==> src/verilog/vmul_settings.svh <==
`ifndef VMUL_SETTINGS_SVH
`define VMUL_SETTINGS_SVH

////////////////////
// shared constants
////////////////////

// width of one vector register slice
`define VMUL_XLEN 64

// rising edges from the sampled valid_i to valid_o
`define VMUL_LATENCY 3

`endif

==> src/verilog/vmul_pkg.sv <==
package vmul_pkg;

`include "vmul_settings.svh"

    ////////////////////
    // instruction codes
    ////////////////////

    typedef enum logic [3:0] {
        VMUL    = 4'd0,
        VMULH   = 4'd1,
        VMULHU  = 4'd2,
        VMULHSU = 4'd3,
        VWMUL   = 4'd4,
        VWMULU  = 4'd5,
        VWMULSU = 4'd6,
        VMACC   = 4'd7,
        VNMSAC  = 4'd8,
        VMADD   = 4'd9,
        VNMSUB  = 4'd10
    } instr_type_t;

    // element width of the operands
    typedef enum logic [1:0] {
        SEW_8  = 2'd0,
        SEW_16 = 2'd1,
        SEW_32 = 2'd2,
        SEW_64 = 2'd3
    } sew_t;

    ////////////////////
    // element views
    ////////////////////

    // one register word, indexed by element for each width
    typedef union packed {
        logic [7:0][7:0]       e8;
        logic [3:0][15:0]      e16;
        logic [1:0][31:0]      e32;
        logic [`VMUL_XLEN-1:0] e64;
    } vword_u;

endpackage

==> src/verilog/vmul_ctrl.sv <==
`timescale 1ns/1ps
`include "vmul_settings.svh"

module vmul_ctrl (
    input  logic                  clk_i,
    input  logic                  rstn_i,
    input  logic                  valid_i,
    input  vmul_pkg::instr_type_t instr_type_i,
    input  vmul_pkg::sew_t        sew_i,
    output logic                  src1_signed_o,
    output logic                  src2_signed_o,
    output logic                  swap_addend_o,
    output vmul_pkg::sew_t        sew_s1_o,
    output vmul_pkg::sew_t        sew_s2_o,
    output logic                  is_mulh_o,
    output logic                  is_widened_o,
    output logic                  is_acc_o,
    output logic                  is_sub_o,
    output logic                  valid_s2_o,
    output logic                  valid_o
);

    logic                     is_signed;
    logic                     is_mixed;
    logic [3:0]               flags_d;
    logic [3:0]               flags_s1;
    logic [3:0]               flags_s2;
    logic [`VMUL_LATENCY-1:0] valid_q;

    ////////////////////
    // decode
    ////////////////////

    always_comb begin
        is_signed = (instr_type_i != vmul_pkg::VMULHU) && (instr_type_i != vmul_pkg::VWMULU);
        is_mixed  = (instr_type_i == vmul_pkg::VMULHSU) || (instr_type_i == vmul_pkg::VWMULSU);
        // {mulh, widened, acc, sub}
        flags_d[3] = (instr_type_i == vmul_pkg::VMULH) || (instr_type_i == vmul_pkg::VMULHU) ||
                     (instr_type_i == vmul_pkg::VMULHSU);
        flags_d[2] = (instr_type_i == vmul_pkg::VWMUL) || (instr_type_i == vmul_pkg::VWMULU) ||
                     (instr_type_i == vmul_pkg::VWMULSU);
        flags_d[1] = (instr_type_i == vmul_pkg::VMACC) || (instr_type_i == vmul_pkg::VNMSAC) ||
                     (instr_type_i == vmul_pkg::VMADD) || (instr_type_i == vmul_pkg::VNMSUB);
        flags_d[0] = (instr_type_i == vmul_pkg::VNMSAC) || (instr_type_i == vmul_pkg::VNMSUB);
    end

    // stage 0 sees these in the same cycle as the operands
    assign src1_signed_o = is_signed ^ is_mixed;
    assign src2_signed_o = is_signed;
    assign swap_addend_o = (instr_type_i == vmul_pkg::VMADD) ||
                           (instr_type_i == vmul_pkg::VNMSUB);

    ////////////////////
    // stage alignment
    ////////////////////

    always_ff @(posedge clk_i or negedge rstn_i) begin
        if (!rstn_i) begin
            valid_q  <= '0;
            sew_s1_o <= vmul_pkg::SEW_8;
            sew_s2_o <= vmul_pkg::SEW_8;
            flags_s1 <= '0;
            flags_s2 <= '0;
        end else begin
            valid_q  <= {valid_q[`VMUL_LATENCY-2:0], valid_i};
            sew_s1_o <= sew_i;
            sew_s2_o <= sew_s1_o;
            // idle slots carry no operation
            flags_s1 <= valid_i ? flags_d : 4'b0;
            flags_s2 <= flags_s1;
        end
    end

    assign {is_mulh_o, is_widened_o, is_acc_o, is_sub_o} = flags_s2;
    assign valid_s2_o = valid_q[`VMUL_LATENCY-2];
    assign valid_o    = valid_q[`VMUL_LATENCY-1];

endmodule

==> config.mk <==
export PLATFORM = sky130hd
export DESIGN_NAME = vmul_ctrl
export DESIGN_NICKNAME = d
export VERILOG_FILES = /design/src/verilog/vmul_pkg.sv /design/src/verilog/vmul_ctrl.sv
export VERILOG_INCLUDE_DIRS = /design/src /design/src/verilog
export SDC_FILE = /design/constraint.sdc
export NUM_CORES = 1
export LEC_CHECK = 0
export BUFFER_PORTS_ARGS = -buffer_cell sky130_fd_sc_hd__buf_4
export CORE_AREA = 5 5 44 46
export DETAILED_ROUTE_END_ITERATION = 10
export DIE_AREA = 0 0 49 51
export GPL_TIMING_DRIVEN = 1
export HOLD_SLACK_MARGIN = 0.12
export SYNTH_ARGS = -nofsm -noshare
export SYNTH_HDL_FRONTEND = slang
export SYNTH_SLANG_ARGS = --single-unit
==> constraint.sdc <==
create_clock -name clk_i -period 0.9 [get_ports clk_i]
set_input_delay 0.18 -clock clk_i [delete_from_list [all_inputs] [get_ports clk_i]]
set_output_delay 0.18 -clock clk_i [all_outputs]
set_load 0.02 [all_outputs]
Yosys cells after proc, flatten, opt, wreduce, memory -nomap -nowiden. Cells that the tools add are included.

Eq/ne operators: 12. Multiplexer cells: 1. Bitwise logic cells: 1. Reduce and logical (&&, ||, !) cells: 11.

Operators with widths (number): == test 4 x 3 -> 1 bit (second input constant) (4); == test 4 bit (second input constant) (3); logical OR 1 bit (10); == test 4 x 2 -> 1 bit (second input constant) (2); == test 4 x 1 -> 1 bit (second input constant) (1); two-way mux 4 bit (1); != test 4 x 2 -> 1 bit (second input constant) (1); != test 4 x 3 -> 1 bit (second input constant) (1); logical AND 1 bit (1); bitwise XOR 1 bit (1).

Register bits: 15. Bits of input ports: 9. Output and inout port bits: 13. Logic and storage cells: 30.

Longest topological paths before layout. Gate-level depths: netlist of the first run.

Word-level depth: 5. Depth in mapped cells: 4. Gate-level depth less buffers: 3.

Worst setup path before layout of the first run. OpenSTA, ideal clock, no wires.

Path type: input to output. Start: input port instr_type_i[1]. End: output port swap_addend_o. Arrival time: 0.778 ns. Data required time: 0.720 ns. Path slack: -0.058 ns. Stages: 3. Path buffers: 1. Path through: buf_4 -> xnor2_1 -> nor3b_2.

Longest elaborated chain between the ends: 2. Elaborated cells on any way between the ends: 3. Those cells by class: eq/ne (2); reduce/logical (1).

RTL lines: start: declaration (line vmul_ctrl.sv:8) `input vmul_pkg::instr_type_t instr_type_i,`; == test 4 bit, on equally long branches (line vmul_ctrl.sv:50, vmul_ctrl.sv:51); logical OR 1 bit * (line vmul_ctrl.sv:50) `assign swap_addend_o = (instr_type_i == vmul_pkg::VMADD) ||`; end: declaration (line vmul_ctrl.sv:12) `output logic swap_addend_o,`.

Mark *: on every way between the ends. The rest lies on a longest branch, timed or not.

Worst setup path in the final report of the first run.
Start: register sew_s1_o[0]. End: output port sew_s1_o[0].

RTL lines: start: declaration (line vmul_ctrl.sv:13) `output vmul_pkg::sew_t sew_s1_o,`; start signal: assignment (line vmul_ctrl.sv:60) `sew_s1_o <= vmul_pkg::SEW_8;`; start signal: assignment (line vmul_ctrl.sv:66) `sew_s1_o <= sew_i;`.

No word-level cell between the ends.

==> run metrics, run 1 <==
hold crit path type=input pin to flip-flop; Mapped Area=504 um2; TNS Setup=-617 ps; clk sinks=15; final WL=967 um; critical path depth=1; Setup-failing EPs final=12; first-pass GRT wire length=1.65 mm; initial antenna violation count=0; reg2reg start=sew_s1_o[0]$_DFF_PN0_; number of distinct library cells after synthesis=14; worst-path fanout max=2; routed vias/inst=4.66; Worst Hold Path EP=flags_s1[3]$_DFF_PN0_; Buf+Inv Stages, Crit Path=1; Rows=14; max-slew violation count=0; sw frac=23.1%; Final Hold Viols=0; skew final=1.95 ps; Post-CTS Hold Buffers=4; Synth Register Bits=15; Horiz. Die Dim=49 um; reg-to-reg endpoint=sew_s2_o[0]$_DFF_PN0_; sequential-to-total area share from yosys stat=74.4%; CTS tree=built; Worst Slack Setup Final=-76.8 ps; Clk pin slew, worst setup/hold paths=80 ps; Simple-Gate Fraction of Synth Area=17.9%; H-tree depth=1; Critical Path, Cell by Cell=buf_6; mux share of post-synthesis cell area=0%; largest net degree at the start of global routing=16; Pleak=0.000422 uW; area grow syn2layout=74.9%; CP Data Arrival Time=800 ps; failing checks=negative setup slack; per-cell routed wire length=12.2 um; R2R cell count=0; ratio of cells with drive above 1 in the final layout=52.4%; reg-to-reg slack, setup=390 ps; Core Box Area=1470 um2; DR vias=368; Diodes inserted=0; Nets=73; period utilization=109%; RSZ-0062 raised after global routing=yes; Area contributors post-synth=dfrtp_1 (74%), nand2b_1 (3.7%), xnor2_1 (3.5%), and4bb_2 (2.5%), nor3b_2 (2.5%); maximum vdd ir drop=0.560 mV; vias in the first global route=399; post-synthesis xor/xnor area fraction=3.47%; Hold Crit Start=instr_type_i[3]; most frequent cells in the layout=dfrtp_1 (15), buf_6 (14), buf_4 (8); Clock Power Share=26.9%; Slew Limit Headroom=83.2%; Starting Density=34.3%; Mapped Nets=41; clock root cell=clkbuf_4; top cell type's share of synthesized area=74.4%; Max Cap Violations=0; PortBufs=21; final non-filler cell area=882 um2; combinational power share=19.1%; CP peak stage delay=390 ps; share of async-settable or async-resettable flops after synthesis=100%; Internal=1020 uW; Clock Latency Late Sink=270 ps; P_sw=305 uW; CP max-delay cell=dfrtp_1; gr usage total=8.89%; filler cell count=132; Worst setup SP type=flip-flop; die height=51 um; Worst Setup End Kind=output pin; Power per Cell Area=1500 nW/um2; Overflow after GRT=0; Seq pwr share=54.0%; commonest non-fill, non-tap cell in the layout=dfrtp_1; area leader, netlist=dfrtp_1; Tmin final=977 ps; io pins=22; complex-gate fraction of the synthesized area=2.73%; hold path cells=2; Synth Warn #=0; Adder-Cell Fraction of Synth Area=0%; TritonCTS Buffers=3; largest family of logic cells by synthesized area=simple AND/OR/NAND/NOR gates; die area=2500 um2; ANT nets after route=0; worst-margin pin slew=248 ps; initial DRC count=0; CP delay by family, top=flip-flops; WP data required=720 ps; DRC Markers=0; cell area after placement=722 um2; average size of a mapped cell=15.8 um2; Max clock buf depth=2; first drt pass iteration count=1; gpl congestion=0.627; Most used DFF post-synth=dfrtp_1; Post-synth EDFFs=0; WS Path Type=flip-flop to output pin; Peak Freq=1020 MHz; status=finished, violations left; Syn Inst Count=32
[power groups by stage]
stage	Combinational, uW	Clock (uW)	Sequential (uW)
finish	252	355	714
global route	270	407	717
CTS	249	369	714
detailed placement	201	0	724
global placement	199	0	723
floorplan	69.9	0	750
[cell usage after synthesis (all sizes together), types with 2 or more instances]
library cell / instances
nand2b: 3
dfrtp: 15
nand2: 2
xnor2: 2
[stage by stage]
step	cells	utilization [%]	hold WS, ps	power, uW	worst slack [ps]
finish	79	59.9	121	1320	-76.8
global route	79	59.9	117	1400	-124
CTS	79	59.3	111	1330	-89.0
detailed placement	71	49.1	37.8	924	-104
global placement	71	49.1	36.3	922	-91.8
floorplan	32	-	-116	820	-3.36
[worst max-delay path by stage]
stage          slack [ps]             startpoint       endpoint
2_1_floorplan          -3        instr_type_i[1]  swap_addend_o
3_3_place_gp          -90        instr_type_i[0]  src2_signed_o
3_5_place_dp         -100        instr_type_i[0]  src2_signed_o
4_1_cts               -90  sew_s1_o[0]$_DFF_PN0_    sew_s1_o[0]
5_1_grt              -120   valid_q[1]$_DFF_PN0_     valid_s2_o
6_report              -80  sew_s1_o[0]$_DFF_PN0_    sew_s1_o[0]
[cell type report]
cell class,count,area (um2),share of cell area [%]
clock buffers,4,26.3,2.98
repair buffers,28,293,33.2
multi-input cells,16,168,19.0
well taps,16,20.0,2.27
flip-flops and latches,15,375,42.6
[routing by layer]
metal | share of wire, % | track usage [%] | up-vias
met5 | 0 | 0 | -
met4 | 3.1 | 9.42 | 0
met3 | 8.0 | 2.62 | 2
met2 | 53 | 15.2 | 19
met1 | 36 | 8.07 | 177
li1 | - | - | 170
[what timing repair did]
action | CTS | global route
setup buffers | 0 | 0
pin swaps | 4 | 0
hold endpoints to repair | 19 | 1
endpoints found under the setup margin | 13 | 13
gates resized for setup | 21 | 2
[sequential cells by signal, indices dropped and copies added, names as in the netlist]
register / flops
flags_s1: 4
flags_s2: 4
valid_q: 3
sew_s1_o: 2
sew_s2_o: 2
[logic make-up (layout without fill, tap and decap cells)]
| group | after synthesis | after routing |
|---|---|---|
| flops | 15 | 15 |
| simple gates | 12 | 12 |
| compound gates | 2 | 2 |
| xor+xnor | 2 | 2 |
| buf+inv | 1 | 32 |
No activity file was read; power rests on OpenSTA's default activity.
==> inputs of run 2 (changes only) <==
--- a/config.mk
+++ b/config.mk
@@ -12,6 +12,7 @@
 export DIE_AREA = 0 0 49 51
 export GPL_TIMING_DRIVEN = 1
 export HOLD_SLACK_MARGIN = 0.12
+export SETUP_SLACK_MARGIN = 0.2
 export SYNTH_ARGS = -nofsm -noshare
 export SYNTH_HDL_FRONTEND = slang
 export SYNTH_SLANG_ARGS = --single-unit
==> run 2 against run 1 <==
The flow still finishes with violations (negative setup slack). Global-route usage is 0.19 points higher. Count of clock-buffer cells in the layout stayed put. Clock skew hardly changed. Total power is 0.63% higher. First-iteration DRC count stayed put. Final area is 1.8% higher. Fmax hardly changed. Final cell count stayed put. Worst setup slack hardly changed. Die area stayed put. Non-clock buffer count stayed put. Critical path depth stayed put. Highest routed layer unchanged.
==> run metrics, run 2 (same netlist as run 1, synthesis figures left out) <==
Nets=73; most frequent cells in the layout=dfrtp_1 (15), buf_6 (13), buf_4 (8); largest net degree at the start of global routing=16; reg-to-reg slack, setup=390 ps; period utilization=109%; CP delay by family, top=flip-flops; Starting Density=34.3%; clk sinks=15; Clk pin slew, worst setup/hold paths=80 ps; Worst setup SP type=flip-flop; Max clock buf depth=2; max-slew violation count=0; CP max-delay cell=dfrtp_1; Pleak=0.000432 uW; Worst Slack Setup Final=-77.1 ps; Post-CTS Hold Buffers=4; H-tree depth=1; TritonCTS Buffers=3; RSZ-0062 raised after global routing=yes; CP peak stage delay=390 ps; skew final=2.16 ps; critical path depth=1; biggest regs=flags_s1 x4, flags_s2 x4, valid_q x3; Final Power=1330 uW; hold crit path type=input pin to flip-flop; routed vias/inst=4.57; CTS tree=built; ratio of cells with drive above 1 in the final layout=54.0%; placed cell count=71; gr usage total=9.07%; hold path cells=2; first drt pass iteration count=1; Core Box Area=1470 um2; cell area after placement=722 um2; die area=2500 um2; DR vias=361; clock root cell=clkbuf_4; ANT nets after route=0; initial DRC count=0; Overflow after GRT=0; worst-margin pin slew=248 ps; per-cell routed wire length=12.2 um; Post-Layout Cell Count=79; TNS Setup=-618 ps; gpl congestion=0.627; io pins=22; Power per Cell Area=1480 nW/um2; PortBufs=21; Horiz. Die Dim=49 um; failing checks=negative setup slack; DRC Markers=0; Peak Freq=1020 MHz; Worst Setup End Kind=output pin; Slew Limit Headroom=83.3%; WS Path Type=flip-flop to output pin; worst-path fanout max=2; Critical Path, Cell by Cell=buf_6; vias in the first global route=411; CP Data Arrival Time=800 ps; final WL=960 um; Buf+Inv Stages, Crit Path=1; first-pass GRT wire length=1.68 mm; Max Cap Violations=0; Rows=14; Setup-failing EPs final=12; Tmin final=977 ps; WP data required=720 ps; final non-filler cell area=898 um2; initial antenna violation count=0; R2R cell count=0; die height=51 um; Diodes inserted=0; maximum vdd ir drop=0.553 mV; status=finished, violations left; commonest non-fill, non-tap cell in the layout=dfrtp_1; Clock Latency Late Sink=270 ps; Final Hold Viols=0; area grow syn2layout=78.2%
-- run 2: through the flow --
stage / hold WS [ps] / utilization [%] / worst slack, ps
floorplan: -116 / - / -3.36
global placement: 36.3 / 49.1 / -91.8
detailed placement: 37.8 / 49.1 / -104
CTS: 111 / 60.7 / -89.0
global route: 117 / 61.1 / -124
finish: 120 / 61.1 / -77.1
-- run 2: timing repair --
action                     in CTS  in global routing
hold endpoints to repair       19                  1
gates resized for setup        25                  1
buffers inserted                0                  0
setup endpoints to repair      13                 13
pin swaps                       5                  2
-- run 2: per-layer routing --
| metal | GRT usage, % | part of all wire [%] |
|---|---|---|
| met1 | 8.07 | 36 |
| met2 | 15.9 | 53 |
| met3 | 2.62 | 8.4 |
| met4 | 9.42 | 3.1 |
| met5 | 0 | 0 |
-- run 2: final timing paths --
path,from,end
hold / removal,instr_type_i[3],flags_s1[3]$_DFF_PN0_
setup reg to reg,sew_s1_o[0]$_DFF_PN0_,sew_s2_o[0]$_DFF_PN0_
hold reg to reg,flags_s1[1]$_DFF_PN0_,flags_s2[1]$_DFF_PN0_
max in group asynchronous,rstn_i,flags_s1[0]$_DFF_PN0_
min in group asynchronous,rstn_i,valid_q[2]$_DFF_PN0_
setup / recovery,sew_s1_o[0]$_DFF_PN0_,sew_s1_o[0]
-- run 2: cell type report --
cell class	count	area [um2]
Tap cell	16	20.0
Timing Repair Buffer	28	302
Sequential cell	15	375
Fill cell	128	573
Clock buffer	4	26.3
Multi-Input combinational cell	16	175
-- run 2: where the power goes --
group          total [uW]  switching, uW  leakage (uW)  internal [uW]
sequential            714           12.0      0.000190            702
combinational         260            111      0.000226            149
clock                 355            184     0.0000150            171
total                1330            307      0.000432           1020
==> inputs of run 3 (changes only) <==
==> constraint.sdc (replaced) <==
create_clock -name clk_i -period 0.9 [get_ports clk_i]
set_input_delay 0.045 -clock clk_i [delete_from_list [all_inputs] [get_ports clk_i]]
set_output_delay 0.045 -clock clk_i [all_outputs]
set_load 0.02 [all_outputs]
==> run 3 against run 2 <==
The flow finishes with violations (negative hold slack). Highest routed layer unchanged. Largest power group unchanged. Via count shrank 4.2%. Flip-flop and latch count is the same. Critical path type unchanged. Routed wire length shrank 6.5%.
==> run metrics, run 3 (same netlist as run 1, synthesis figures left out) <==
skew final=1.60 ps; gpl congestion=0.620; RSZ-0062 raised after global routing=yes; initial antenna violation count=0; initial DRC count=1; CP delay by family, top=flip-flops; PortBufs=21; busiest metal layer after global routing=met2; met2 Use GR=11.3%; reg2reg start=sew_s1_o[1]$_DFF_PN0_; CP Data Arrival Time=790 ps; Setup-failing EPs final=0; first drt pass iteration count=2; Max clock buf depth=2; clock root cell=clkbuf_4; Buf+Inv Stages, Crit Path=1; hold crit path type=input pin to flip-flop; launch point of the critical path=sew_s1_o[1]$_DFF_PN0_; largest net degree at the start of global routing=16; ANT nets after route=0; met3 Track Usage GR=2.03%; Power per Cell Area=1490 nW/um2; CP peak stage delay=390 ps; crit path capture=sew_s1_o[1]; WP data required=850 ps; worst-margin pin slew=183 ps; commonest non-fill, non-tap cell in the layout=dfrtp_1; TritonCTS Buffers=3; area grow syn2layout=73.4%; Worst setup SP type=flip-flop; Worst Setup End Kind=output pin; Tmin final=836 ps; DR vias=346; status=finished, violations left; H-tree depth=1; Nets=72; reg-to-reg slack, setup=280 ps; Clock Latency Late Sink=260 ps; Pleak=0.000419 uW; failing checks=negative hold slack; TNS Setup=0 ps; multi-input logic area=175 um2; filler cell count=121; final WL=898 um; Clk pin slew, worst setup/hold paths=80 ps; biggest regs=flags_s1 x4, flags_s2 x4, valid_q x3; met1 usage in global routing=7.73%; max-slew violation count=0; first-pass GRT wire length=1.37 mm; worst-path fanout max=2; Peak Freq=1200 MHz; ratio of cells with drive above 1 in the final layout=54.8%; clk sinks=15; Horiz. Die Dim=49 um; io pins=22; R2R cell count=1; die height=51 um; Final Hold Viols=1; Core Box Area=1470 um2; Diodes inserted=0; Overflow after GRT=0; maximum vdd ir drop=0.557 mV; critical path depth=1; WS Path Type=flip-flop to output pin; Slew Limit Headroom=87.8%; Starting Density=34.3%; CP max-delay cell=dfrtp_1; Critical Path, Cell by Cell=buf_6; DRC Markers=0; reg-to-reg endpoint=sew_s2_o[1]$_DFF_PN0_; period utilization=92.9%; Reg area=375 um2; most frequent cells in the layout=dfrtp_1 (15), buf_6 (12), buf_4 (9); gr usage total=7.17%; routed vias/inst=4.44; Rows=14; per-cell routed wire length=11.5 um; vias in the first global route=341; Max Cap Violations=0; Hold WS=-19.7 ps; CTS tree=built; die area=2500 um2
-- run 3: timing repair --
action / CTS / global route
endpoints found under the setup margin: 11 / 17
gates resized for setup: 11 / 14
hold endpoints to repair: 22 / 4
buffers inserted: 1 / 1
hold buffers: 4 / 1
pin swaps: 1 / 3
-- run 3: how the worst min path moves through the flow --
stage | to | depth (start not counted) | from | slack, ps
after CTS | flags_s1[3]$_DFF_PN0_ | 2 | instr_type_i[3] | -30
after global placement | flags_s2[1]$_DFF_PN0_ | 1 | rstn_i | -100
after detailed placement | valid_q[2]$_DFF_PN0_ | 1 | rstn_i | -100
after floorplan | flags_s1[0]$_DFF_PN0_ | 0 | rstn_i | -250
final | flags_s1[3]$_DFF_PN0_ | 2 | instr_type_i[3] | -20
after global routing | flags_s1[3]$_DFF_PN0_ | 2 | instr_type_i[2] | -30
-- run 3: per-stage QoR --
step | cells | area, um2 | power (uW) | util, % | worst slack [ps]
6_report | 78 | 875 | 1310 | 59.4 | 63.9
5_1_grt | 78 | 875 | 1380 | 59.4 | 24.0
4_1_cts | 77 | 790 | 1290 | 53.7 | 49.4
3_5_place_dp | 68 | 674 | 896 | 45.8 | 181
3_3_place_gp | 68 | 674 | 893 | 45.8 | 203
2_1_floorplan | 32 | 504 | 799 | - | 212
-- run 3: metal layers --
| layer | up-vias | part of all wire [%] |
|---|---|---|
| li1 | 168 | - |
| met1 | 157 | 34 |
| met2 | 19 | 54 |
| met3 | 2 | 9.2 |
| met4 | 0 | 2.4 |
| met5 | - | 0 |
-- run 3: cell type report --
cell class / count / share of cell area [%]
Sequential cell: 15 / 42.9
Multi-Input combinational cell: 16 / 20.0
Tap cell: 16 / 2.29
Timing Repair Buffer: 27 / 31.8
Clock buffer: 4 / 3.00
-- run 3: power by group --
part           switching (uW)  internal, uW  leakage [uW]  total [uW]
logic                     107           137      0.000214         245
clock network             177           171     0.0000150         349
registers                11.9           702      0.000190         714
