[src/verilog/vmul_settings.svh]
`ifndef VMUL_SETTINGS_SVH
`define VMUL_SETTINGS_SVH

////////////////////
// shared constants
////////////////////

// width of one vector register slice
`define VMUL_XLEN 64

// rising edges from the sampled valid_i to valid_o
`define VMUL_LATENCY 3

`endif

[src/verilog/vmul_pkg.sv]
package vmul_pkg;

`include "vmul_settings.svh"

    ////////////////////
    // instruction codes
    ////////////////////

    typedef enum logic [3:0] {
        VMUL    = 4'd0,
        VMULH   = 4'd1,
        VMULHU  = 4'd2,
        VMULHSU = 4'd3,
        VWMUL   = 4'd4,
        VWMULU  = 4'd5,
        VWMULSU = 4'd6,
        VMACC   = 4'd7,
        VNMSAC  = 4'd8,
        VMADD   = 4'd9,
        VNMSUB  = 4'd10
    } instr_type_t;

    // element width of the operands
    typedef enum logic [1:0] {
        SEW_8  = 2'd0,
        SEW_16 = 2'd1,
        SEW_32 = 2'd2,
        SEW_64 = 2'd3
    } sew_t;

    ////////////////////
    // element views
    ////////////////////

    // one register word, indexed by element for each width
    typedef union packed {
        logic [7:0][7:0]       e8;
        logic [3:0][15:0]      e16;
        logic [1:0][31:0]      e32;
        logic [`VMUL_XLEN-1:0] e64;
    } vword_u;

endpackage

[src/verilog/vmul_operand_prep.sv]
`timescale 1ns/1ps
`include "vmul_settings.svh"

module vmul_operand_prep (
    input  logic                  clk_i,
    input  logic                  rstn_i,
    input  vmul_pkg::sew_t        sew_i,
    input  logic                  src1_signed_i,
    input  logic                  src2_signed_i,
    input  logic                  swap_addend_i,
    input  logic [`VMUL_XLEN-1:0] data_vs1_i,
    input  logic [`VMUL_XLEN-1:0] data_vs2_i,
    input  logic [`VMUL_XLEN-1:0] data_vd_i,
    output logic [`VMUL_XLEN-1:0] mag1_o,
    output logic [`VMUL_XLEN-1:0] mag2_o,
    output logic [`VMUL_XLEN-1:0] addend_o,
    output logic [7:0]            neg_o
);

    vmul_pkg::vword_u src1;
    vmul_pkg::vword_u src2;
    vmul_pkg::vword_u mag1;
    vmul_pkg::vword_u mag2;
    logic [7:0]       neg1;
    logic [7:0]       neg2;

    // per-element absolute value, so the multiplier never sees a sign
    function automatic void to_magnitude(input vmul_pkg::vword_u w, input logic sgn,
                                         input vmul_pkg::sew_t sew,
                                         output vmul_pkg::vword_u mag, output logic [7:0] neg);
        mag = w;
        neg = '0;
        case (sew)
            vmul_pkg::SEW_8: begin
                for (int i = 0; i < 8; i++) begin
                    neg[i] = sgn & w.e8[i][7];
                    mag.e8[i] = neg[i] ? -w.e8[i] : w.e8[i];
                end
            end
            vmul_pkg::SEW_16: begin
                for (int i = 0; i < 4; i++) begin
                    neg[i] = sgn & w.e16[i][15];
                    mag.e16[i] = neg[i] ? -w.e16[i] : w.e16[i];
                end
            end
            vmul_pkg::SEW_32: begin
                for (int i = 0; i < 2; i++) begin
                    neg[i] = sgn & w.e32[i][31];
                    mag.e32[i] = neg[i] ? -w.e32[i] : w.e32[i];
                end
            end
            default: begin
                neg[0] = sgn & w.e64[`VMUL_XLEN-1];
                mag.e64 = neg[0] ? -w.e64 : w.e64;
            end
        endcase
    endfunction

    always_comb begin
        src1.e64 = data_vs1_i;
        // vmadd and vnmsub multiply by the old destination
        src2.e64 = swap_addend_i ? data_vd_i : data_vs2_i;
        to_magnitude(src1, src1_signed_i, sew_i, mag1, neg1);
        to_magnitude(src2, src2_signed_i, sew_i, mag2, neg2);
    end

    always_ff @(posedge clk_i or negedge rstn_i) begin
        if (!rstn_i) begin
            mag1_o   <= '0;
            mag2_o   <= '0;
            addend_o <= '0;
            neg_o    <= '0;
        end else begin
            mag1_o   <= mag1.e64;
            mag2_o   <= mag2.e64;
            addend_o <= swap_addend_i ? data_vs2_i : data_vd_i;
            neg_o    <= neg1 ^ neg2;
        end
    end

endmodule

[config.mk]
export PLATFORM = sky130hd
export DESIGN_NAME = vmul_operand_prep
export DESIGN_NICKNAME = d
export VERILOG_FILES = /design/src/verilog/vmul_pkg.sv /design/src/verilog/vmul_operand_prep.sv
export VERILOG_INCLUDE_DIRS = /design/src /design/src/verilog
export SDC_FILE = /design/constraint.sdc
export NUM_CORES = 1
export LEC_CHECK = 0
export ABC_CLOCK_PERIOD_IN_PS = 800
export BUFFER_PORTS_ARGS = -buffer_cell sky130_fd_sc_hd__buf_4
export CAP_MARGIN = 15
export CORE_UTILIZATION = 54
export CTS_CLUSTER_SIZE = 8
export DETAILED_ROUTE_END_ITERATION = 8
export PLACE_DENSITY = 0.82
export SLEW_MARGIN = 20
export SYNTH_ARGS = -nofsm -noshare
export SYNTH_HDL_FRONTEND = slang
export SYNTH_SLANG_ARGS = --single-unit
export TNS_END_PERCENT = 5
[constraint.sdc]
create_clock -name clk_i -period 0.8 [get_ports clk_i]
set_input_delay 0.04 -clock clk_i [delete_from_list [all_inputs] [get_ports clk_i]]
set_output_delay 0.04 -clock clk_i [all_outputs]
set_load 0.02 [all_outputs]
==> results of run 1 <==
[cells in the mapped netlist, types with 9 or more instances]
| cell type | instances |
|---|---|
| and3_1 | 17 |
| o21ai_0 | 116 |
| mux2i_1 | 65 |
| o31ai_1 | 16 |
| dfrtp_1 | 200 |
| and2_1 | 18 |
| nand3_1 | 41 |
| xnor2_1 | 69 |
| o22ai_1 | 21 |
| a31oi_1 | 22 |
| nor2_1 | 133 |
| nor3_1 | 74 |
| nand4_1 | 12 |
| nor3b_1 | 25 |
| buf_2 | 21 |
| inv_1 | 31 |
| a211oi_1 | 20 |
| o221ai_1 | 17 |
| o211ai_1 | 19 |
| clkbuf_1 | 59 |
| ha_1 | 17 |
| nand2_1 | 140 |
| or3_1 | 21 |
| xor2_1 | 37 |
| o21a_1 | 11 |
| o32ai_1 | 10 |
| a22oi_1 | 10 |
| nor4_1 | 25 |
| nand2b_1 | 12 |
| mux2_2 | 88 |
| a21oi_1 | 108 |
| buf_1 | 9 |
[logic make-up after synthesis]
| logic type | count (synthesis) |
|---|---|
| flops | 200 |
| simple gates | 575 |
| mux | 154 |
| buf+inv | 123 |
| fa+ha+maj | 18 |
| xor+xnor | 106 |
| compound gates | 461 |
[metrics by stage]
| stage | worst slack, ns | util, % | area, sq um | TNS, ns |
|---|---|---|---|---|
| after global placement | -1.83 | 84.7 | 22000 | -196.24 |
| after detailed placement | -1.89 | 84.7 | 22000 | -209.09 |
| after floorplan | -2.09 | - | 14400 | -211.54 |
==> key figures, run 1 <==
Synthesis
  • Mapped Area: ~0.014 sq mm
  • Share of flip-flops with an asynchronous set or reset: between 90% and 100%
  • Yosys warnings: 0
  • Ys flop type: dfrtp_1
  • Complex-gate fraction of the synthesized area: between 20% and 30%
  • Synth Area in Simple Gates: between 20% and 30%
  • Synth area leaders: dfrtp_1 (35%), mux2_2 (7.0%), mux2i_1 (4.6%), xnor2_1 (4.2%), o21ai_0 (4.1%)
  • Yosys reg bits: 200
  • Top cell type's share of synthesized area: about a third
  • Synth Instances: between 1500 and 2000
  • Synth Area in XOR/XNOR: under 10%
  • Seq/Total Area, Yosys: about a third
  • Mapped Nets: 1853
  • EDFF count, synth: 0
  • Synth Area in Adders: about 1.6%
  • Yosys cell types: 83
  • Largest family of logic cells by synthesized area: compound AO/OA/AOI/OAI gates
  • Syn_area_per_cell: a little under 9 sq um
  • Mux contribution to synthesized area: 11.6%
  • Synth area leader: dfrtp_1

Clock tree
  • CTS Hold Buffers Added: about 170
  • CTS resizes: 419
  • Clock Tree Root: clkbuf_16
  • Num CTS Buffers: 17
  • H-tree depth: 4
  • Clock Sink Count: 200
  • Bufs on Longest Clock Path: 2
  • Post-CTS setup buffers: 14

Placement
  • Port bufs: 398
  • DP HPWL: 50400 um
  • RePlAce Congestion: 1.06
  • Cells after DPL: 2883

Floorplanning
  • IO Pins: around 400
  • Floorplan die width: about 160 um
  • # rows: 59
  • Starting Density: 54.8%
  • Die Ht: about 160 um

Run status
  • Err: [ERROR DPL-0038] Utilization greater than 100%, impossible to legalize
  • Outcome: did not finish
  • Halt Stage: clock tree synthesis
==> run 2: changes to the inputs <==
Settings changed: CORE_UTILIZATION 54 to 40, CTS_CLUSTER_SIZE 8 to unset, PLACE_DENSITY 0.82 to unset, PLACE_DENSITY_LB_ADDON set to 0.15.
==> run 2 against run 1 <==
The flow now finishes, with violations (negative hold slack, negative setup slack). Area after synthesis unchanged. Synthesized cell count stayed put.
==> key figures, run 2 <==
Clock tree
  • Bufs on Longest Clock Path: 2
  • CTS tree: yes
  • Clock Sink Count: 200
  • Clock Tree Root: clkbuf_16
  • H-tree depth: 4
  • Clock slew at reported path FFs: 0.08 ns
  • Num CTS Buffers: 17

Detailed routing
  • Top sig layer: met4
  • Drt wl/cell: ~22 um
  • Iteration-0 DRC Markers: approximately 1500
  • Residual DRC: 0
  • Wire length on met1: approximately 27000 um
  • 1st-pass router iterations: 5
  • Vias per cell: approximately 5.7
  • Metal2 WL: between 30000 and 40000 um
  • Drt total wl: 70100 um
  • Via count: 18570
  • Post-DRT Antenna Nets: 0
  • WL met3: between 4000 and 5000 um

STA
  • Least-Margin Pin Slew: 0.674 ns
  • Worst hold slack: -0.160 ns
  • Final Max Slew Viols: 0
  • Fin crit period: 2.23 ns
  • Slew margin rel.: around 55%
  • Hold Fails Final Rpt: 15
  • Final setup viols: ~330
  • Fin crit share: 279%
  • Setup TNS: -148.39 ns
  • FMAX: ~450 MHz
  • Setup ws final: -1.43 ns
  • RSZ-0062 raised after global routing: true

Placement
  • Cells after DPL: around 3000
  • DP HPWL: just under 50000 um
  • RePlAce Congestion: a little under 1
  • Port bufs: roughly 400
  • Place WS: -1.92 ns

Global route
  • Pin count of the biggest net entering global routing: 47
  • Grt ovf: 0
  • Tot GR Track Use: 37.1%
  • Vias in the first global route: approximately 19000
  • Antenna violations before repair: 0
  • Global-route wire length before repair: around 100000 um

Floorplanning
  • Die Ht: between 150 and 200 um
  • CORE AREA: between 0.03 and 0.04 sq mm
  • # rows: slightly below 70
  • IO Pins: about 400
  • Starting Density: slightly above 40%
  • Floorplan die width: approximately 190 um
  • DIE AREA: 0.0363 sq mm

Synthesis
  • Yosys cell types: 83
  • Top cell type's share of synthesized area: a little over a third
  • Synth Instances: approximately 1600
  • Synth area leader: dfrtp_1
  • Syn_area_per_cell: 8.70 sq um
  • Yosys warnings: 0
  • Mapped Nets: approximately 1900
  • Most common cell in the netlist: dfrtp_1
  • Seq/Total Area, Yosys: about a third
  • Yosys reg bits: 200
  • Mapped Area: about 0.014 sq mm
  • Commonest cells post-synth: dfrtp_1 (200), nand2_1 (140), nor2_1 (133)
  • Synth area leaders: dfrtp_1 (35%), mux2_2 (7.0%), mux2i_1 (4.6%), xnor2_1 (4.2%), o21ai_0 (4.1%)
  • EDFF count, synth: 0
  • Share of flip-flops with an asynchronous set or reset: 100%
  • Ys flop type: dfrtp_1

Run
  • Max_cap viols: 0

Worst setup path
  • Worst Setup Start Kind: input pin
  • Crit Path Category: in -> reg
  • CP Capture Type: flop
  • Critical path arrival: 2.62 ns
  • CP max FO: 8
  • Worst EP required: 1.19 ns

Hold path
  • HP Class: in -> reg

Final layout
  • Nets: around 3000
  • Top flop regs: addend_o: 64 flops, mag1_o: 64 flops, mag2_o: 64 flops
  • Area growth syn-to-layout: 90.4%
  • Layout cells sized above 1: 50.3%
  • Commonest non-fill, non-tap cells in the layout: buf_4 (775), buf_6 (230), dfrtp_1 (198)
  • Post-Route Utilization: approximately 80%
  • Commonest non-fill, non-tap cell in the layout: buf_4
  • # diodes: 0
  • Non-filler cells, final: between 3000 and 4000

Power
  • Leakage: between 10 and 15 nW
  • Power per cell area: roughly 1300 mW/mm^2
  • Worst VDD drop: about 0.0017 V
  • Total power after layout: ~36 mW

Run status
  • Failing checks: negative hold slack, negative setup slack
  • Outcome: finished, violations left
run 2: timing repair:
action	CTS	global route
gates cloned	1	1
gates resized for setup	444	141
endpoints found under the setup margin	334	334
setup buffers	17	4
pin swaps	56	48
hold buffers	173	2
endpoints found under the hold margin	326	15
run 2: area by class of cell:
cell class / count / area [sq um]
clock buffer: 18 / 439
clock inverter: 14 / 160
fill: 2263 / 7700
inverter: 31 / 126
multi-input combinational: 1314 / 10200
sequential: 200 / 5010
tap: 455 / 569
timing repair buffer: 1206 / 10600
run 2: cell families (layout without fill, tap and decap cells):
logic type / after synthesis / after routing / synth area share, %
xor gates and xnor gates: 106 / 106 / 6.52
muxes: 154 / 154 / 11.6
and+or+nand+nor: 575 / 575 / 20.5
DFF: 200 / 200 / 35.2
AOI/OAI and AO/OA: 461 / 461 / 21.1
adders and majority gates: 18 / 18 / 1.56
buffers and inverters: 123 / 1269 / 3.56
run 2: layer usage:
| metal | vias to the layer above | global-route usage (%) |
|---|---|---|
| met1 | 9074 | 45.1 |
| met3 | 203 | 5.69 |
| met5 | - | 0 |
| met4 | 0 | 17.3 |
| met2 | 918 | 64.0 |
| li1 | 8375 | - |
run 2: critical path: stages:
cell,delay (ns)
clkbuf_16,0.14
buf_4,0.14
buf_12,0.13
clkbuf_16,0.16
nor4_1,0.47
a32o_1,0.33
and4_4,0.30
nand2_4,0.07
or3_4,0.33
mux2_4,0.31
a211oi_2,0.18
run 2: final timing paths:
path | startpoint | to | slack [ns] | depth (start not counted)
max in group asynchronous | rstn_i | addend_o[62] | 0.30 | 3
setup / recovery | swap_addend_i | mag2_o[51] | -1.43 | 11
min in group asynchronous | rstn_i | mag1_o[5] | -0.01 | 2
hold / removal | data_vd_i[22] | addend_o[22] | -0.16 | 2
run 2: per-stage QoR:
step / hold slack [ns] / area (sq um)
2_1_floorplan: -0.256 / 14400
3_3_place_gp: -0.127 / 22200
3_5_place_dp: -0.124 / 22200
4_1_cts: -0.184 / 26400
5_1_grt: -0.179 / 27100
6_report: -0.160 / 27100
run 2: power by group:
part / leakage, nW / total (mW) / switching, mW / internal, mW
combinational: 9.45 / 14.8 / 7.19 / 7.57
sequential: 2.36 / 12.0 / 0.724 / 11.2
clock: 0.280 / 9.40 / 4.62 / 4.77
total: 12.1 / 36.1 / 12.5 / 23.6
Note: power is estimated with default switching activity, not from simulation.
==> run 3: changes to the inputs <==
Settings changed: CORE_ASPECT_RATIO set to 0.7, GPL_TIMING_DRIVEN set to 0.
==> run 3 against run 2 <==
The run still ends with negative hold slack, negative setup slack left. Sequential share of layout area up 2.1 points. Routed wire length grew 6.6%. Final cell count fell by 13%. Clock power grew 2%. Non-clock buffer count shrank 437. Via count decreased by 5.3%. Fmax decreased by 15%. Clock-buffer cell count decreased by 1. Combinational power is 7% lower.
==> key figures, run 3 (same netlist as run 2, synthesis figures left out) <==
Run status
  • Outcome: finished, violations left
  • Failing checks: negative hold slack, negative setup slack

Power
  • Proportion of power drawn by the clock network: between 20 and 30%
  • Power Internal: 22.4 mW
  • Net Sw Frac: 36.2%
  • Leakage: approximately 10 nW
  • Worst VDD drop: between 0.001 and 0.0015 V
  • Total power after layout: around 35 mW
  • Comb power frac: 39.2%
  • Power per cell area: 1450 mW/mm^2
  • Sequential power share: between 30% and 40%
  • Sw Pwr: around 13 mW

Detailed routing
  • Drt wl/cell: around 26 um
  • Post-DRT Antenna Nets: 0
  • 1st-pass router iterations: 7
  • Residual DRC: 0
  • Iteration-0 DRC Markers: ~2200
  • Drt total wl: around 75000 um
  • Vias per cell: just over 6
  • Via count: between 15000 and 20000

STA
  • Fin crit period: 2.63 ns
  • Worst hold slack: -0.0910 ns
  • Hold Fails Final Rpt: 18
  • Final Max Slew Viols: 0
  • Fin crit share: 329%
  • Setup ws final: -1.83 ns
  • Setup TNS: -216.52 ns
  • Slew margin rel.: between 40% and 50%
  • Least-Margin Pin Slew: 0.853 ns
  • FMAX: about 380 MHz
  • Final setup viols: ~400
  • RSZ-0062 raised after global routing: true

Clock tree
  • H-tree depth: 4
  • Clock Tree Root: clkbuf_16
  • Bufs on Longest Clock Path: 2
  • Num CTS Buffers: 17
  • Clock slew at reported path FFs: about 0.08 ns
  • Clock Sink Count: 200
  • CTS tree: yes

Final layout
  • Nets: 2549
  • Post-Route Utilization: 69.6%
  • Non-filler cells, final: roughly 2800
  • Commonest non-fill, non-tap cell in the layout: buf_4
  • Commonest non-fill, non-tap cells in the layout: buf_4 (264), buf_6 (224), dfrtp_1 (200)
  • Final instance area: roughly 0.024 sq mm
  • Layout cells sized above 1: 40.0%
  • Area growth syn-to-layout: 70.5%
  • Top flop regs: addend_o: 64 flops, mag1_o: 64 flops, mag2_o: 64 flops
  • Fillers: 2659

Global route
  • Grt ovf: 0
  • Antenna violations before repair: 2
  • Global-route wire length before repair: ~110000 um
  • Pin count of the biggest net entering global routing: a little under 100
  • Tot GR Track Use: 39.9%
  • Vias in the first global route: roughly 17000

Placement
  • Port bufs: roughly 390
  • Place WS: -3.54 ns
  • DP HPWL: slightly above 50000 um
  • RePlAce Congestion: 0.973
  • Placed inst area: 0.0180 sq mm
  • Cells after DPL: between 2000 and 3000

Worst setup path
  • CP Capture Type: flop
  • Buf/Inv on CP: 11
  • CP peak stage delay: slightly below 0.3 ns
  • Critical path's top delay family: buffers and inverters
  • Worst Setup Start Kind: input pin
  • Worst path most repeated cell: buf_12
  • Critical path arrival: 2.98 ns
  • Crit-path cells: buf_12 > buf_8 > buf_12 > buf_12 > buf_12 > buf_12 > buf_12 > buf_12 > mux2i_4 > ha_2 > o211ai_1 > buf_4 > nor4_4 > buf_4 > buf_6 > and3_4 > a211oi_2 > a41o_1 > a211o_1
  • Slowest CP cell: a211o_1
  • Worst EP required: 1.15 ns
  • Crit Path Category: in -> reg
  • CP max FO: 7

Run
  • Max_cap viols: 0

Floorplanning
  • Die Ht: ~160 um
  • Starting Density: between 40% and 50%
  • CORE AREA: 0.0349 sq mm
  • Floorplan die width: ~230 um
  • IO Pins: roughly 400
  • # rows: 57
  • DIE AREA: approximately 0.036 sq mm

Hold path
  • Hold Path End: mag1_o[19]
  • Hold Path Cell Cnt: 3
  • Hold path start: data_vs1_i[16]
  • HP Class: in -> reg
run 3: timing repair:
item / in CTS / in global routing
hold buffers: 191 / 1
setup buffers: 52 / 41
gates cloned: 1 / 1
endpoints found under the setup margin: 399 / 399
hold endpoints to repair: 346 / 16
pin swaps: 36 / 66
gates resized for setup: 572 / 202
run 3: worst max-delay path by stage:
stage | from | end | cells past startpoint
after floorplan | swap_addend_i | mag2_o[50] | 15
after global placement | swap_addend_i | mag2_o[42] | 14
after detailed placement | swap_addend_i | mag2_o[44] | 16
after CTS | swap_addend_i | mag2_o[46] | 18
after global routing | swap_addend_i | mag2_o[46] | 19
final | swap_addend_i | mag2_o[46] | 19
run 3: routing by layer:
metal	global-route usage [%]	wire length (um)	vias to the layer above	part of all wire, %
li1	-	-	7533	-
met1	57.0	31100	8610	42
met2	59.1	32300	1252	43
met3	10.8	9020	181	12
met4	10.6	2070	7	2.8
met5	0	88	-	0.12
run 3: cell type report:
| type | instances | area (sq um) | area share [%] |
|---|---|---|---|
| Multi-Input combinational cell | 1314 | 10400 | 42.7 |
| Timing Repair Buffer | 677 | 6520 | 26.9 |
| Sequential cell | 200 | 5000 | 20.6 |
| Buffer | 92 | 1030 | 4.26 |
| Tap cell | 472 | 591 | 2.43 |
| Clock buffer | 17 | 425 | 1.75 |
| Clock inverter | 15 | 198 | 0.815 |
| Inverter | 31 | 129 | 0.531 |
| Antenna cell | 1 | 2.50 | 0.0103 |
run 3: power groups by stage:
stage          Sequential, mW  Combinational, mW  Clock (mW)
4_1_cts                  11.8               12.9        9.64
3_3_place_gp             11.8               10.3           0
6_report                 11.8               13.8        9.55
3_5_place_dp             11.8               10.4           0
2_1_floorplan            13.3               3.93           0
5_1_grt                  11.9               14.4        10.0
==> run 4: changes to the inputs <==
Settings changed: CORE_ASPECT_RATIO 0.7 to 1.75, CTS_CLUSTER_DIAMETER set to 50.
==> run 4 against run 3 <==
The flow still finishes with violations (negative hold slack, negative setup slack). Global-route usage increased by 0.55 points. First-iteration DRC count is 47% lower. Via count decreased by 1.1%. Largest cell class unchanged. Clock-buffer cell count rose by 1. Cell area down 2.1%. Fmax shrank 2.5%. Largest power group unchanged. Total power decreased by 2.5%. Clock power shrank 6.4%. Sequential power barely moved. Non-clock buffer count fell by 9. Critical endpoint is now mag2_o[50]. Critical path type unchanged. Sequential cell count stayed put. Routed wire length is 0.40% lower.
==> key figures, run 4 (same netlist as run 2, synthesis figures left out) <==
Worst setup path
  • Worst Setup Start Kind: input pin
  • Critical path arrival: around 3.0 ns
  • Crit Path Category: in -> reg
  • CP Launch Point: swap_addend_i
  • CP Capture Type: flop
  • CP max FO: 5
  • Worst EP required: roughly 1.1 ns

Final layout
  • Commonest non-fill, non-tap cells in the layout: buf_4 (261), buf_6 (225), dfrtp_1 (200)
  • Commonest non-fill, non-tap cell in the layout: buf_4
  • Fillers: approximately 2800
  • Layout cells sized above 1: between 30% and 40%
  • Register Area: 0.00500 sq mm
  • Nets: between 2000 and 3000
  • Top flop regs: addend_o: 64 flops, mag1_o: 64 flops, mag2_o: 64 flops
  • Non-filler cells, final: 2804
  • Area of the multi-input gates: 0.0101 sq mm
  • Area growth syn-to-layout: 67.0%

Power
  • Leakage: about 9.9 nW
  • Worst VDD drop: 0.00174 V
  • Total power after layout: 34.3 mW
  • Power per cell area: approximately 1400 mW/mm^2

Global route
  • Global-route wire length before repair: approximately 110000 um
  • Antenna violations before repair: 3
  • Vias in the first global route: 17516
  • Tot GR Track Use: between 40% and 50%
  • Grt ovf: 0
  • Pin count of the biggest net entering global routing: 96

Placement
  • RePlAce Congestion: between 0.9 and 1
  • Place WS: -3.62 ns
  • Cells after DPL: 2494
  • Port bufs: roughly 390
  • DP HPWL: slightly above 50000 um

Detailed routing
  • Iteration-0 DRC Markers: 1177
  • Drt wl/cell: roughly 27 um
  • Residual DRC: 0
  • 1st-pass router iterations: 7
  • Via count: between 15000 and 20000
  • Post-DRT Antenna Nets: 0
  • Vias per cell: 6.20
  • Drt total wl: between 70000 and 80000 um

Clock tree
  • Clock slew at reported path FFs: roughly 0.08 ns
  • Clock Tree Root: clkbuf_16
  • Bufs on Longest Clock Path: 2
  • Num CTS Buffers: 17
  • CTS tree: yes
  • Clock Sink Count: 200
  • H-tree depth: 4

STA
  • Final Max Slew Viols: 0
  • RSZ-0062 raised after global routing: true
  • Setup ws final: -1.90 ns
  • FMAX: about 370 MHz
  • Worst hold slack: -0.176 ns
  • Fin crit share: 337%
  • Slew margin rel.: approximately a third
  • Least-Margin Pin Slew: roughly 0.97 ns
  • Final setup viols: between 300 and 400
  • Hold Fails Final Rpt: 21
  • Fin crit period: about 2.7 ns

Floorplanning
  • Starting Density: approximately two fifths
  • DIE AREA: about 0.036 sq mm
  • CORE AREA: 0.0352 sq mm
  • IO Pins: 399
  • Die Ht: approximately 250 um
  • # rows: 91
  • Floorplan die width: 145 um

Run status
  • Failing checks: negative hold slack, negative setup slack
  • Outcome: finished, violations left

Hold path
  • HP Class: in -> reg
  • Hold path start: data_vs2_i[2]

Run
  • Max_cap viols: 0
run 4: cell types whose count changed in the layout (fill, tap and decap cells not counted), sizes merged:
cell | previous run | this run
buf | 529 | 522
bufbuf | 0 | 1
bufinv | 2 | 0
clkbuf | 66 | 72
clkinv | 4 | 8
diode | 1 | 2
dlygate4sd3 | 188 | 180
inv | 39 | 36
run 4: layout make-up:
| type | instances | area share (%) |
|---|---|---|
| Timing Repair Buffer | 669 | 27.3 |
| Multi-Input combinational cell | 1314 | 42.6 |
| Antenna cell | 2 | 0.0211 |
| Clock buffer | 18 | 1.85 |
| Inverter | 31 | 0.542 |
| Sequential cell | 200 | 21.1 |
| Tap cell | 465 | 2.45 |
| Clock inverter | 14 | 0.584 |
| Buffer | 91 | 3.53 |
run 4: path summary, 6_finish.rpt:
check	endpoint	cells past startpoint
worst min-delay path	addend_o[2]	2
max in group asynchronous	addend_o[43]	3
worst max-delay path	mag2_o[50]	17
min in group asynchronous	mag1_o[0]	2
run 4: per-stage QoR:
step           hold WS [ns]  TNS (ns)  util, %  area, sq um
2_1_floorplan        -0.256   -211.54        -        14400
4_1_cts              -0.190   -250.99     62.0        21800
6_report             -0.176   -222.38     67.6        23800
5_1_grt              -0.190   -232.06     67.6        23800
3_3_place_gp          0.241   -770.33     50.9        17900
3_5_place_dp         -0.141   -430.35     51.2        18000
run 4: layer usage:
metal	global-route usage [%]	routed length (um)
met5	0	20
met4	34.0	6710
met2	70.6	38100
met1	40.9	24300
met3	7.53	5200
run 4: report_power, final:
part | total [mW] | internal [mW] | switching [mW]
registers | 11.9 | 11.2 | 0.611
logic | 13.5 | 6.26 | 7.26
clock network | 8.94 | 4.22 | 4.72
total | 34.3 | 21.7 | 12.6
run 4: worst max-delay path: stages:
cell and delay [ns]:
buf_12 0.11, buf_8 0.12, buf_12 0.13, buf_12 0.12, buf_16 0.13, buf_12 0.12
buf_16 0.13, buf_16 0.14, mux2i_4 0.21, ha_4 0.17, o211ai_1 0.16, nor4_4 0.37
buf_4 0.20, nand3_4 0.11, a211oi_2 0.24, nor3_1 0.07, or3_1 0.45
run 4: what timing repair did:
item / CTS / global route
pin swaps: 29 / 53
cloned: 2 / 0
gates resized for setup: 180 / 494
hold endpoints to repair: 342 / 23
endpoints found under the setup margin: 399 / 399
hold buffers: 180 / 3
setup buffers: 66 / 26
